<file path="config.mk">
export PLATFORM = sky130hd
export DESIGN_NAME = post_unit_top
export DESIGN_NICKNAME = d
export VERILOG_FILES = /design/src/logic/post_pkg.sv /design/src/logic/post_regs.sv /design/src/logic/credit_fifo.sv /design/src/logic/post_execute.sv /design/src/logic/post_result.sv /design/src/logic/post_unit_top.sv
export VERILOG_INCLUDE_DIRS = /design/src /design/src/logic
export SDC_FILE = /design/constraint.sdc
export NUM_CORES = 1
export LEC_CHECK = 0
export ABC_AREA = 1
export BUFFER_PORTS_ARGS = -buffer_cell sky130_fd_sc_hd__buf_2
export CORE_ASPECT_RATIO = 0.6
export CORE_UTILIZATION = 45
export DETAILED_ROUTE_END_ITERATION = 16
export GPL_TIMING_DRIVEN = 1
export PLACE_DENSITY = 0.63
export SYNTH_ARGS = -nofsm -noshare
export SYNTH_HDL_FRONTEND = slang
export SYNTH_SLANG_ARGS = --single-unit
</file>
<file path="constraint.sdc">
create_clock -name PCLK -period 10.2 [get_ports PCLK]
set_input_delay 2.04 -clock PCLK [delete_from_list [all_inputs] [get_ports PCLK]]
set_output_delay 2.04 -clock PCLK [all_outputs]
set_load 0.01 [all_outputs]
</file>
<file path="src/logic/post_config.svh">
`ifndef POST_CONFIG_SVH
`define POST_CONFIG_SVH

// APB register interface
`define REG_ADDRWIDTH 8
`define REG_DATAWIDTH 32

// datapath widths
`define DWIDTH        16
`define MAX_BITS_POOL 3
`define JOB_LEN_WIDTH 16
// inv_var is unsigned Q.4
`define NORM_FRAC     4
`define INV_VAR_ONE   16

// activation encodings, leaky divides negatives by 8
`define ACT_LEAKY     1'b0
`define ACT_RELU      1'b1
`define LEAKY_SHIFT   3

// buffering and credit counts
`define IN_FIFO_DEPTH  4
`define MID_FIFO_DEPTH 4
`define OUT_CREDITS    2

// register map
`define REG_ENABLES_ADDR        8'h00
`define REG_STDN_ADDR           8'h04
`define REG_MEAN_ADDR           8'h08
`define REG_INV_VAR_ADDR        8'h0C
`define REG_POOL_KERNEL_SIZE    8'h10
`define REG_ACTIVATION_CSR_ADDR 8'h14
`define REG_JOB_LEN_ADDR        8'h18

`endif

</file>
<file path="src/logic/post_pkg.sv">
`include "post_config.svh"

package post_pkg;

    // configuration as programmed through the register file
    typedef struct packed {
        logic                       enable_norm;
        logic                       enable_pool;
        logic                       enable_activation;
        // 1 selects ReLU, 0 selects leaky
        logic                       activation_type;
        // two's complement
        logic [`DWIDTH-1:0]         mean;
        // unsigned, NORM_FRAC fraction bits
        logic [`DWIDTH-1:0]         inv_var;
        // 0 behaves like 1
        logic [`MAX_BITS_POOL-1:0]  kernel_size;
        // number of input words per job
        logic [`JOB_LEN_WIDTH-1:0]  job_len;
    } post_cfg_t;

    // one element of the stream between execute and result
    typedef struct packed {
        // two's complement word
        logic [`DWIDTH-1:0] data;
        // final element of the current job
        logic               last;
    } post_beat_t;

endpackage

</file>
<file path="src/logic/post_regs.sv">
`timescale 1ns/1ps
`include "post_config.svh"

module post_regs (
    input  logic                      PCLK,
    input  logic                      PRESETn,
    input  logic [`REG_ADDRWIDTH-1:0] PADDR,
    input  logic                      PWRITE,
    input  logic                      PSEL,
    input  logic                      PENABLE,
    input  logic [`REG_DATAWIDTH-1:0] PWDATA,
    output logic [`REG_DATAWIDTH-1:0] PRDATA,
    output logic                      PREADY,
    input  logic                      job_done,
    output post_pkg::post_cfg_t       cfg,
    output logic                      start
);

    typedef enum logic [1:0] {
        st_idle,
        st_write,
        st_read
    } apb_state_t;

    apb_state_t                state;
    // sticky completion flag, reads back in bit 31 of STDN
    logic                      done;
    // catches every access to an unmapped address
    logic [`REG_DATAWIDTH-1:0] reg_dummy;

    always_ff @(posedge PCLK) begin
        if (!PRESETn) begin
            state                 <= st_idle;
            PRDATA                <= '0;
            PREADY                <= 1'b0;
            start                 <= 1'b0;
            done                  <= 1'b0;
            reg_dummy             <= '0;
            cfg.enable_norm       <= 1'b0;
            cfg.enable_pool       <= 1'b0;
            cfg.enable_activation <= 1'b0;
            cfg.activation_type   <= `ACT_RELU;
            cfg.mean              <= '0;
            cfg.inv_var           <= `DWIDTH'(`INV_VAR_ONE);
            cfg.kernel_size       <= `MAX_BITS_POOL'(1);
            cfg.job_len           <= '0;
        end else begin
            // start is a single-cycle strobe
            start <= 1'b0;
            if (job_done) begin
                done <= 1'b1;
            end

            case (state)
                st_idle: begin
                    PREADY <= 1'b0;
                    PRDATA <= '0;
                    // only a setup phase opens a transfer
                    if (PSEL && !PENABLE) begin
                        state <= PWRITE ? st_write : st_read;
                    end
                end

                st_write: begin
                    if (PSEL && PWRITE && PENABLE) begin
                        PREADY <= 1'b1;
                        case (PADDR)
                            `REG_ENABLES_ADDR: begin
                                cfg.enable_activation <= PWDATA[2];
                                cfg.enable_pool       <= PWDATA[1];
                                cfg.enable_norm       <= PWDATA[0];
                            end
                            `REG_STDN_ADDR: begin
                                // a new job clears the previous done
                                if (PWDATA[0]) begin
                                    start <= 1'b1;
                                    done  <= 1'b0;
                                end
                            end
                            `REG_MEAN_ADDR:           cfg.mean <= PWDATA[`DWIDTH-1:0];
                            `REG_INV_VAR_ADDR:        cfg.inv_var <= PWDATA[`DWIDTH-1:0];
                            `REG_POOL_KERNEL_SIZE:    cfg.kernel_size <= PWDATA[`MAX_BITS_POOL-1:0];
                            `REG_ACTIVATION_CSR_ADDR: cfg.activation_type <= PWDATA[0];
                            `REG_JOB_LEN_ADDR:        cfg.job_len <= PWDATA[`JOB_LEN_WIDTH-1:0];
                            default:                  reg_dummy <= PWDATA;
                        endcase
                    end
                    state <= st_idle;
                end

                st_read: begin
                    if (PSEL && !PWRITE && PENABLE) begin
                        PREADY <= 1'b1;
                        case (PADDR)
                            `REG_ENABLES_ADDR:
                                PRDATA <= {{(`REG_DATAWIDTH-3){1'b0}}, cfg.enable_activation,
                                           cfg.enable_pool, cfg.enable_norm};
                            `REG_STDN_ADDR:
                                PRDATA <= {done, {(`REG_DATAWIDTH-1){1'b0}}};
                            `REG_MEAN_ADDR:
                                PRDATA <= {{(`REG_DATAWIDTH-`DWIDTH){1'b0}}, cfg.mean};
                            `REG_INV_VAR_ADDR:
                                PRDATA <= {{(`REG_DATAWIDTH-`DWIDTH){1'b0}}, cfg.inv_var};
                            `REG_POOL_KERNEL_SIZE:
                                PRDATA <= {{(`REG_DATAWIDTH-`MAX_BITS_POOL){1'b0}},
                                           cfg.kernel_size};
                            `REG_ACTIVATION_CSR_ADDR:
                                PRDATA <= {{(`REG_DATAWIDTH-1){1'b0}}, cfg.activation_type};
                            `REG_JOB_LEN_ADDR:
                                PRDATA <= {{(`REG_DATAWIDTH-`JOB_LEN_WIDTH){1'b0}}, cfg.job_len};
                            default:
                                PRDATA <= reg_dummy;
                        endcase
                    end
                    state <= st_idle;
                end

                default: begin
                    state <= st_idle;
                end
            endcase
        end
    end

    // access phase must stay inside a selected transfer
    a_penable_needs_psel: assert property (
        @(posedge PCLK) disable iff (!PRESETn) PENABLE |-> PSEL
    ) else $error("PENABLE high without PSEL");

endmodule

</file>
<file path="src/logic/credit_fifo.sv">
`timescale 1ns/1ps
`include "post_config.svh"

module credit_fifo #(
    parameter type payload_t = logic [`DWIDTH-1:0],
    parameter int  depth     = `IN_FIFO_DEPTH
) (
    input  logic     PCLK,
    input  logic     PRESETn,
    input  logic     push,
    input  payload_t push_data,
    input  logic     pop,
    output payload_t pop_data,
    output logic     not_empty,
    output logic     credit
);

    localparam int ptr_w = (depth > 1) ? $clog2(depth) : 1;
    localparam int cnt_w = $clog2(depth + 1);

    payload_t         mem [depth];
    logic [ptr_w-1:0] wr_ptr;
    logic [ptr_w-1:0] rd_ptr;
    logic [cnt_w-1:0] count;
    logic             do_pop;

    assign not_empty = (count != '0);
    assign do_pop    = pop && not_empty;
    // one credit back upstream per item that leaves
    assign credit    = do_pop;
    assign pop_data  = mem[rd_ptr];

    always_ff @(posedge PCLK) begin
        if (!PRESETn) begin
            wr_ptr <= '0;
            rd_ptr <= '0;
            count  <= '0;
        end else begin
            if (push) begin
                wr_ptr <= (wr_ptr == ptr_w'(depth - 1)) ? '0 : wr_ptr + 1'b1;
            end
            if (do_pop) begin
                rd_ptr <= (rd_ptr == ptr_w'(depth - 1)) ? '0 : rd_ptr + 1'b1;
            end
            count <= count + cnt_w'(push) - cnt_w'(do_pop);
        end
    end

    always_ff @(posedge PCLK) begin
        if (push) begin
            mem[wr_ptr] <= push_data;
        end
    end

    // a push into a full buffer means the producer overspent its credits
    a_no_push_when_full: assert property (
        @(posedge PCLK) disable iff (!PRESETn) push |-> (count < depth)
    ) else $error("credit_fifo push while full");

endmodule

</file>
<file path="src/logic/post_execute.sv">
`timescale 1ns/1ps
`include "post_config.svh"

module post_execute (
    input  logic                 PCLK,
    input  logic                 PRESETn,
    input  post_pkg::post_cfg_t  cfg,
    input  logic                 start,
    input  logic                 in_avail,
    input  logic [`DWIDTH-1:0]   in_word,
    output logic                 in_pop,
    input  logic                 mid_credit,
    output logic                 mid_push,
    output post_pkg::post_beat_t mid_beat
);
    import post_pkg::*;

    localparam int cred_w = $clog2(`MID_FIFO_DEPTH + 1);

    logic                        active;
    logic [`JOB_LEN_WIDTH-1:0]   taken;
    logic [cred_w-1:0]           credits;
    logic                        take_last;
    logic signed [`DWIDTH:0]     diff;
    logic signed [2*`DWIDTH+1:0] prod;
    logic [`DWIDTH-1:0]          norm_word;
    logic [`DWIDTH-1:0]          act_word;
    post_beat_t                  s1_beat;
    logic                        s1_valid;

    // a credit is spent at pop time, covering the word until it lands in the mid FIFO
    assign in_pop    = active && in_avail && (credits != '0) && (taken < cfg.job_len);
    assign take_last = (taken + 1'b1 == cfg.job_len);

    // stage 1: (x - mean) * inv_var, then drop the fraction bits
    always_comb begin
        diff      = $signed({in_word[`DWIDTH-1], in_word})
                  - $signed({cfg.mean[`DWIDTH-1], cfg.mean});
        prod      = diff * $signed({1'b0, cfg.inv_var});
        norm_word = cfg.enable_norm ? prod[`DWIDTH+`NORM_FRAC-1:`NORM_FRAC] : in_word;
    end

    // stage 2: activation only touches negative values
    always_comb begin
        act_word = s1_beat.data;
        if (cfg.enable_activation && s1_beat.data[`DWIDTH-1]) begin
            if (cfg.activation_type == `ACT_RELU) begin
                act_word = '0;
            end else begin
                act_word = $signed(s1_beat.data) >>> `LEAKY_SHIFT;
            end
        end
    end

    always_ff @(posedge PCLK) begin
        if (!PRESETn) begin
            active   <= 1'b0;
            taken    <= '0;
            credits  <= cred_w'(`MID_FIFO_DEPTH);
            s1_valid <= 1'b0;
            mid_push <= 1'b0;
        end else begin
            if (start) begin
                // an empty job never becomes active
                active <= (cfg.job_len != '0);
                taken  <= '0;
            end else if (in_pop) begin
                taken <= taken + 1'b1;
                if (take_last) begin
                    active <= 1'b0;
                end
            end
            credits  <= credits - cred_w'(in_pop) + cred_w'(mid_credit);
            s1_valid <= in_pop;
            mid_push <= s1_valid;
        end
    end

    always_ff @(posedge PCLK) begin
        if (in_pop) begin
            s1_beat.data <= norm_word;
            s1_beat.last <= take_last;
        end
        if (s1_valid) begin
            mid_beat.data <= act_word;
            mid_beat.last <= s1_beat.last;
        end
    end

endmodule

</file>
<file path="src/logic/post_result.sv">
`timescale 1ns/1ps
`include "post_config.svh"

module post_result (
    input  logic                 PCLK,
    input  logic                 PRESETn,
    input  post_pkg::post_cfg_t  cfg,
    input  logic                 beat_avail,
    input  post_pkg::post_beat_t beat,
    output logic                 beat_pop,
    output logic                 out_valid,
    output logic [`DWIDTH-1:0]   out_data,
    input  logic                 out_credit,
    output logic                 job_done
);

    localparam int cred_w = $clog2(`OUT_CREDITS + 1);

    logic [cred_w-1:0]         credits;
    logic [`MAX_BITS_POOL-1:0] fill;
    logic [`MAX_BITS_POOL-1:0] k_eff;
    logic [`DWIDTH-1:0]        acc;
    logic [`DWIDTH-1:0]        window_max;
    logic                      win_full;
    logic                      emit;
    logic                      out_last;

    assign k_eff = (cfg.kernel_size == '0) ? `MAX_BITS_POOL'(1) : cfg.kernel_size;

    // no pops without a credit, so the window stays put while the sink stalls
    assign beat_pop = beat_avail && (credits != '0);

    // fill counts beats already folded into acc
    assign win_full   = (fill == k_eff - 1'b1);
    assign window_max = ((fill == '0) || ($signed(beat.data) > $signed(acc))) ? beat.data : acc;

    // last flushes a partial window
    assign emit = beat_pop && (!cfg.enable_pool || win_full || beat.last);

    always_ff @(posedge PCLK) begin
        if (!PRESETn) begin
            credits   <= cred_w'(`OUT_CREDITS);
            fill      <= '0;
            out_valid <= 1'b0;
            out_last  <= 1'b0;
            job_done  <= 1'b0;
        end else begin
            credits   <= credits - cred_w'(emit) + cred_w'(out_credit);
            out_valid <= emit;
            out_last  <= emit && beat.last;
            // one cycle after the final beat has left
            job_done  <= out_valid && out_last;
            if (emit) begin
                fill <= '0;
            end else if (beat_pop) begin
                fill <= fill + 1'b1;
            end
        end
    end

    always_ff @(posedge PCLK) begin
        if (beat_pop) begin
            acc <= window_max;
        end
        if (emit) begin
            out_data <= window_max;
        end
    end

    // sink may never return more credits than it was given
    a_credit_bound: assert property (
        @(posedge PCLK) disable iff (!PRESETn) credits <= `OUT_CREDITS
    ) else $error("output credit counter above OUT_CREDITS");

endmodule

</file>
<file path="src/logic/post_unit_top.sv">
`timescale 1ns/1ps
`include "post_config.svh"

module post_unit_top (
    input  logic                      PCLK,
    input  logic                      PRESETn,
    input  logic [`REG_ADDRWIDTH-1:0] PADDR,
    input  logic                      PWRITE,
    input  logic                      PSEL,
    input  logic                      PENABLE,
    input  logic [`REG_DATAWIDTH-1:0] PWDATA,
    output logic [`REG_DATAWIDTH-1:0] PRDATA,
    output logic                      PREADY,
    input  logic                      in_valid,
    input  logic [`DWIDTH-1:0]        in_data,
    output logic                      in_credit,
    output logic                      out_valid,
    output logic [`DWIDTH-1:0]        out_data,
    input  logic                      out_credit
);
    import post_pkg::*;

    post_cfg_t          cfg;
    logic               start;
    logic               job_done;
    // input FIFO to execute
    logic               in_avail;
    logic [`DWIDTH-1:0] in_word;
    logic               in_pop;
    // execute to result through the mid FIFO
    logic               mid_push;
    post_beat_t         mid_beat;
    logic               mid_credit;
    logic               beat_avail;
    post_beat_t         beat;
    logic               beat_pop;

    post_regs i_post_regs (
        .PCLK     (PCLK),
        .PRESETn  (PRESETn),
        .PADDR    (PADDR),
        .PWRITE   (PWRITE),
        .PSEL     (PSEL),
        .PENABLE  (PENABLE),
        .PWDATA   (PWDATA),
        .PRDATA   (PRDATA),
        .PREADY   (PREADY),
        .job_done (job_done),
        .cfg      (cfg),
        .start    (start)
    );

    credit_fifo #(
        .payload_t (logic [`DWIDTH-1:0]),
        .depth     (`IN_FIFO_DEPTH)
    ) i_in_fifo (
        .PCLK      (PCLK),
        .PRESETn   (PRESETn),
        .push      (in_valid),
        .push_data (in_data),
        .pop       (in_pop),
        .pop_data  (in_word),
        .not_empty (in_avail),
        .credit    (in_credit)
    );

    post_execute i_post_execute (
        .PCLK       (PCLK),
        .PRESETn    (PRESETn),
        .cfg        (cfg),
        .start      (start),
        .in_avail   (in_avail),
        .in_word    (in_word),
        .in_pop     (in_pop),
        .mid_credit (mid_credit),
        .mid_push   (mid_push),
        .mid_beat   (mid_beat)
    );

    credit_fifo #(
        .payload_t (post_beat_t),
        .depth     (`MID_FIFO_DEPTH)
    ) i_mid_fifo (
        .PCLK      (PCLK),
        .PRESETn   (PRESETn),
        .push      (mid_push),
        .push_data (mid_beat),
        .pop       (beat_pop),
        .pop_data  (beat),
        .not_empty (beat_avail),
        .credit    (mid_credit)
    );

    post_result i_post_result (
        .PCLK       (PCLK),
        .PRESETn    (PRESETn),
        .cfg        (cfg),
        .beat_avail (beat_avail),
        .beat       (beat),
        .beat_pop   (beat_pop),
        .out_valid  (out_valid),
        .out_data   (out_data),
        .out_credit (out_credit),
        .job_done   (job_done)
    );

endmodule

</file>
==> results.toml <==
[run_status]
status = "completed"

[drt]
drtPass1Iterations = 5
drc = 0
postRouteAntennaNets = 0
routedWlPerCell_um = 18.8
drtIter0Drc = 1670
num_vias = 17800
routed_wirelength_um = 63400
viasPerCell = 5.29

[floorplan]
io_pins = 114
die_area_um2 = 51400
die_x_um = 292
die_h_um = 176
fp-row-count = 63
start_util_pct = 45.8
coreArea_um2 = 49600

[critical_path]
crit_family = "adder cells"
r2r_end = "i_post_execute.s1_beat[16]"
critPathMaxStageDelay_ns = 0.65
worstPathArrival_ns = 9.46
crit_required_ns = 10.49
cp_num_buf_inv = 12
cp-end-kind = "flip-flop"
cpMostUsedCell = "inv_1"
path_max_fanout = 33
regToRegSetupSlack_ns = 1.03
slowest_stage = "inv_1"
criticalPathCategory = "flip-flop to flip-flop"
startpoint_type = "flip-flop"
reg2regPathDepth = 34

[placed_design]
port_buffers = 113
gp_congestion = 1.02
dp_slack_ns = 1.14
dp_hpwl_um = 48500

[timing]
setup_ws_ns = 1.03
finalSetupViolations = 0
maxSlewHeadroom_pct = 22.9
max_freq_mhz = 109
period_minus_slack_ns = 9.17
finalHoldViolCount = 0
final-max-slew-violation-count = 0
finClkSkew_ns = 0.0226
grt_setup_unrepaired = "false"
worst_slew_pin_slew_ns = 1.15
finalCritPeriodShare_pct = 89.9
finalSetupTns_ns = 0

[clock_network]
cts_tree = "built"
clockRootBuffer = "clkbuf_16"
cts_buffers = 36
cts_sinks = 370
cts_max_path_buffers = 3
clk_pin_slew_ns = 0.06
h-tree-depth = 2
cts_hold_buf = 0
cts_setup_buffers = 0
clk_latency_ns = 0.54
cts_resized = 0

[synth]
synth_nets = 2955
synth_seq_cells = 370
ys_async_sr_fraction_pct = 0
synth_area_leader_cell = "edfxtp_1"
synth-edff-count = 198
synth_ff_type = "edfxtp_1"
mappedNetlistArea_um2 = 22700
yosysSeqAreaShare_pct = 41.4
yosysTopAreaCellShare_pct = 26.2
synth.distinct_cells = 56
syn-instance-count = 2622
avgSynthCellArea_um2 = 8.66
yosys_warnings = 0
synth.area.top_cells = "edfxtp_1 (26%), dfxtp_1 (15%), fa_1 (12%)"

[grt]
antenna_found_initial = 1
first_global_vias = 17000
grt_start_max_net_pins = 102
grtUsageTotal_pct = 24.8
grt_pass1_wl_um = 97800
overflow = 0

[finish]
fillers = 4576
final_layout_size_suffix_gt1_share_pct = 8.50
syn_to_final_growth_pct = 10.0
multi_input_area_um2 = 11200
seqCellArea_um2 = 9390
fin_nets = 3025

[power]
leakage_nw = 11.1
powerDensity_nw_per_um2 = 156
irDropWorstVdd_mv = 0.101
power.total_w = 0.00389

[job]
maxCapViolCount = 0

[hold_path]
hold_path_class = "flip-flop to flip-flop"
whs_endpoint = "i_post_execute.mid_beat[0]"
min_path_cells = 0
hp-start = "i_post_execute.s1_beat[0]"
## how the worst max path moves through the flow
stage,from,end,slack (ns),depth (start not counted)
after floorplan,flip-flop,i_post_execute.s1_beat[16],2.96,36
after global placement,flip-flop,i_post_execute.s1_beat[16],1.11,34
after detailed placement,flip-flop,i_post_execute.s1_beat[16],1.14,34
after CTS,flip-flop,i_post_execute.s1_beat[16],1.10,34
after global routing,flip-flop,i_post_execute.s1_beat[16],0.41,34
final,flip-flop,i_post_execute.s1_beat[16],1.03,34
## worst register-to-register path, delay by kind of cell, from the launching register on
kind | cells | cell delay (ns)
xor gates and xnor gates | 1 | 0.65
DFF | 1 | 0.30
buffers and inverters | 12 | 2.15
AOI/OAI and AO/OA | 5 | 1.22
and+or+nand+nor | 8 | 0.95
adders and majority gates | 8 | 3.68
## flip-flops by register name, indices dropped and copies added, names as in the netlist, 3 cells and up, named ones only
name and cells:
i_in_fifo.count 3, i_in_fifo.mem 64, i_mid_fifo.count 3, i_mid_fifo.mem 68, i_post_execute.credits 3, i_post_execute.mid_beat 17, i_post_execute.s1_beat 17, i_post_execute.taken 16
i_post_regs.PRDATA 32, i_post_regs.cfg 55, i_post_regs.reg_dummy 32, i_post_result.acc 16, i_post_result.fill 3, i_post_result.out_data 16
## logic make-up after synthesis
logic type               synth area share (%)
buffers and inverters                    9.54
XOR/XNOR                                 1.73
adder cells (fa/ha/maj)                  19.5
AND/OR/NAND/NOR                          15.8
AO/OA/AOI/OAI                            12.1
flip-flops                               41.4
## final cells by class
type / count / share of cell area (%)
clock inverters: 13 / 0.626
inverters: 481 / 7.23
multi-input cells: 1678 / 44.7
repair buffers: 125 / 2.63
diodes: 1 / 0.0100
well taps: 650 / 3.26
clock buffers: 51 / 3.95
flip-flops and latches: 370 / 37.6
## layer usage
metal  part of all wire, %  up-vias  global-route usage (%)  wire length, um
met5                     0        -                       0                0
met4                   1.1        0                    3.57              716
met3                    11       52                    8.56             7200
met2                    39      663                    34.2            24900
met1                    48     8527                    37.8            30500
li1                      -     8596                       -                -
## power breakdown
part	leakage (nW)	switching (W)	internal (W)
logic	7.38	0.000542	0.000266
clock network	0.556	0.000579	0.000737
registers	3.21	0.0000447	0.00172
total	11.1	0.00117	0.00273
## layout by cell type, fill, tap and decap left out, drive strengths merged, types with 15 or more instances in the layout
master / instances
dfxtp: 172
nor3: 16
nand3: 85
nand4: 15
fa: 139
edfxtp: 198
o21ai: 232
xor2: 32
clkbuf: 51
inv: 478
buf: 125
o22ai: 55
nand2: 407
ha: 131
nor2: 306
a21oi: 177
## metrics by stage
step                      hold slack (ns)  utilization (%)  instances  instance area (um2)
final                               0.421             50.4       3369                25000
after global placement              0.403             48.1       3304                23800
after detailed placement            0.407             48.1       3304                23800
after floorplan                     0.395                -       2622                22700
after global routing                0.444             50.4       3369                25000
after CTS                           0.423             50.4       3368                25000
## synth_stat cells (12+ instances only)
library cell / count
a21oi_1: 175
fa_1: 139
nand2_1: 390
nand3_1: 80
clkbuf_1: 82
nor2_1: 299
o21ai_0: 228
ha_1: 131
o22ai_1: 55
edfxtp_1: 198
dfxtp_1: 172
inv_1: 467
nand2_2: 14
xor2_1: 31
nor3_1: 16
xnor2_1: 12
nand4_1: 14
Note: power is estimated with default switching activity, not from simulation.
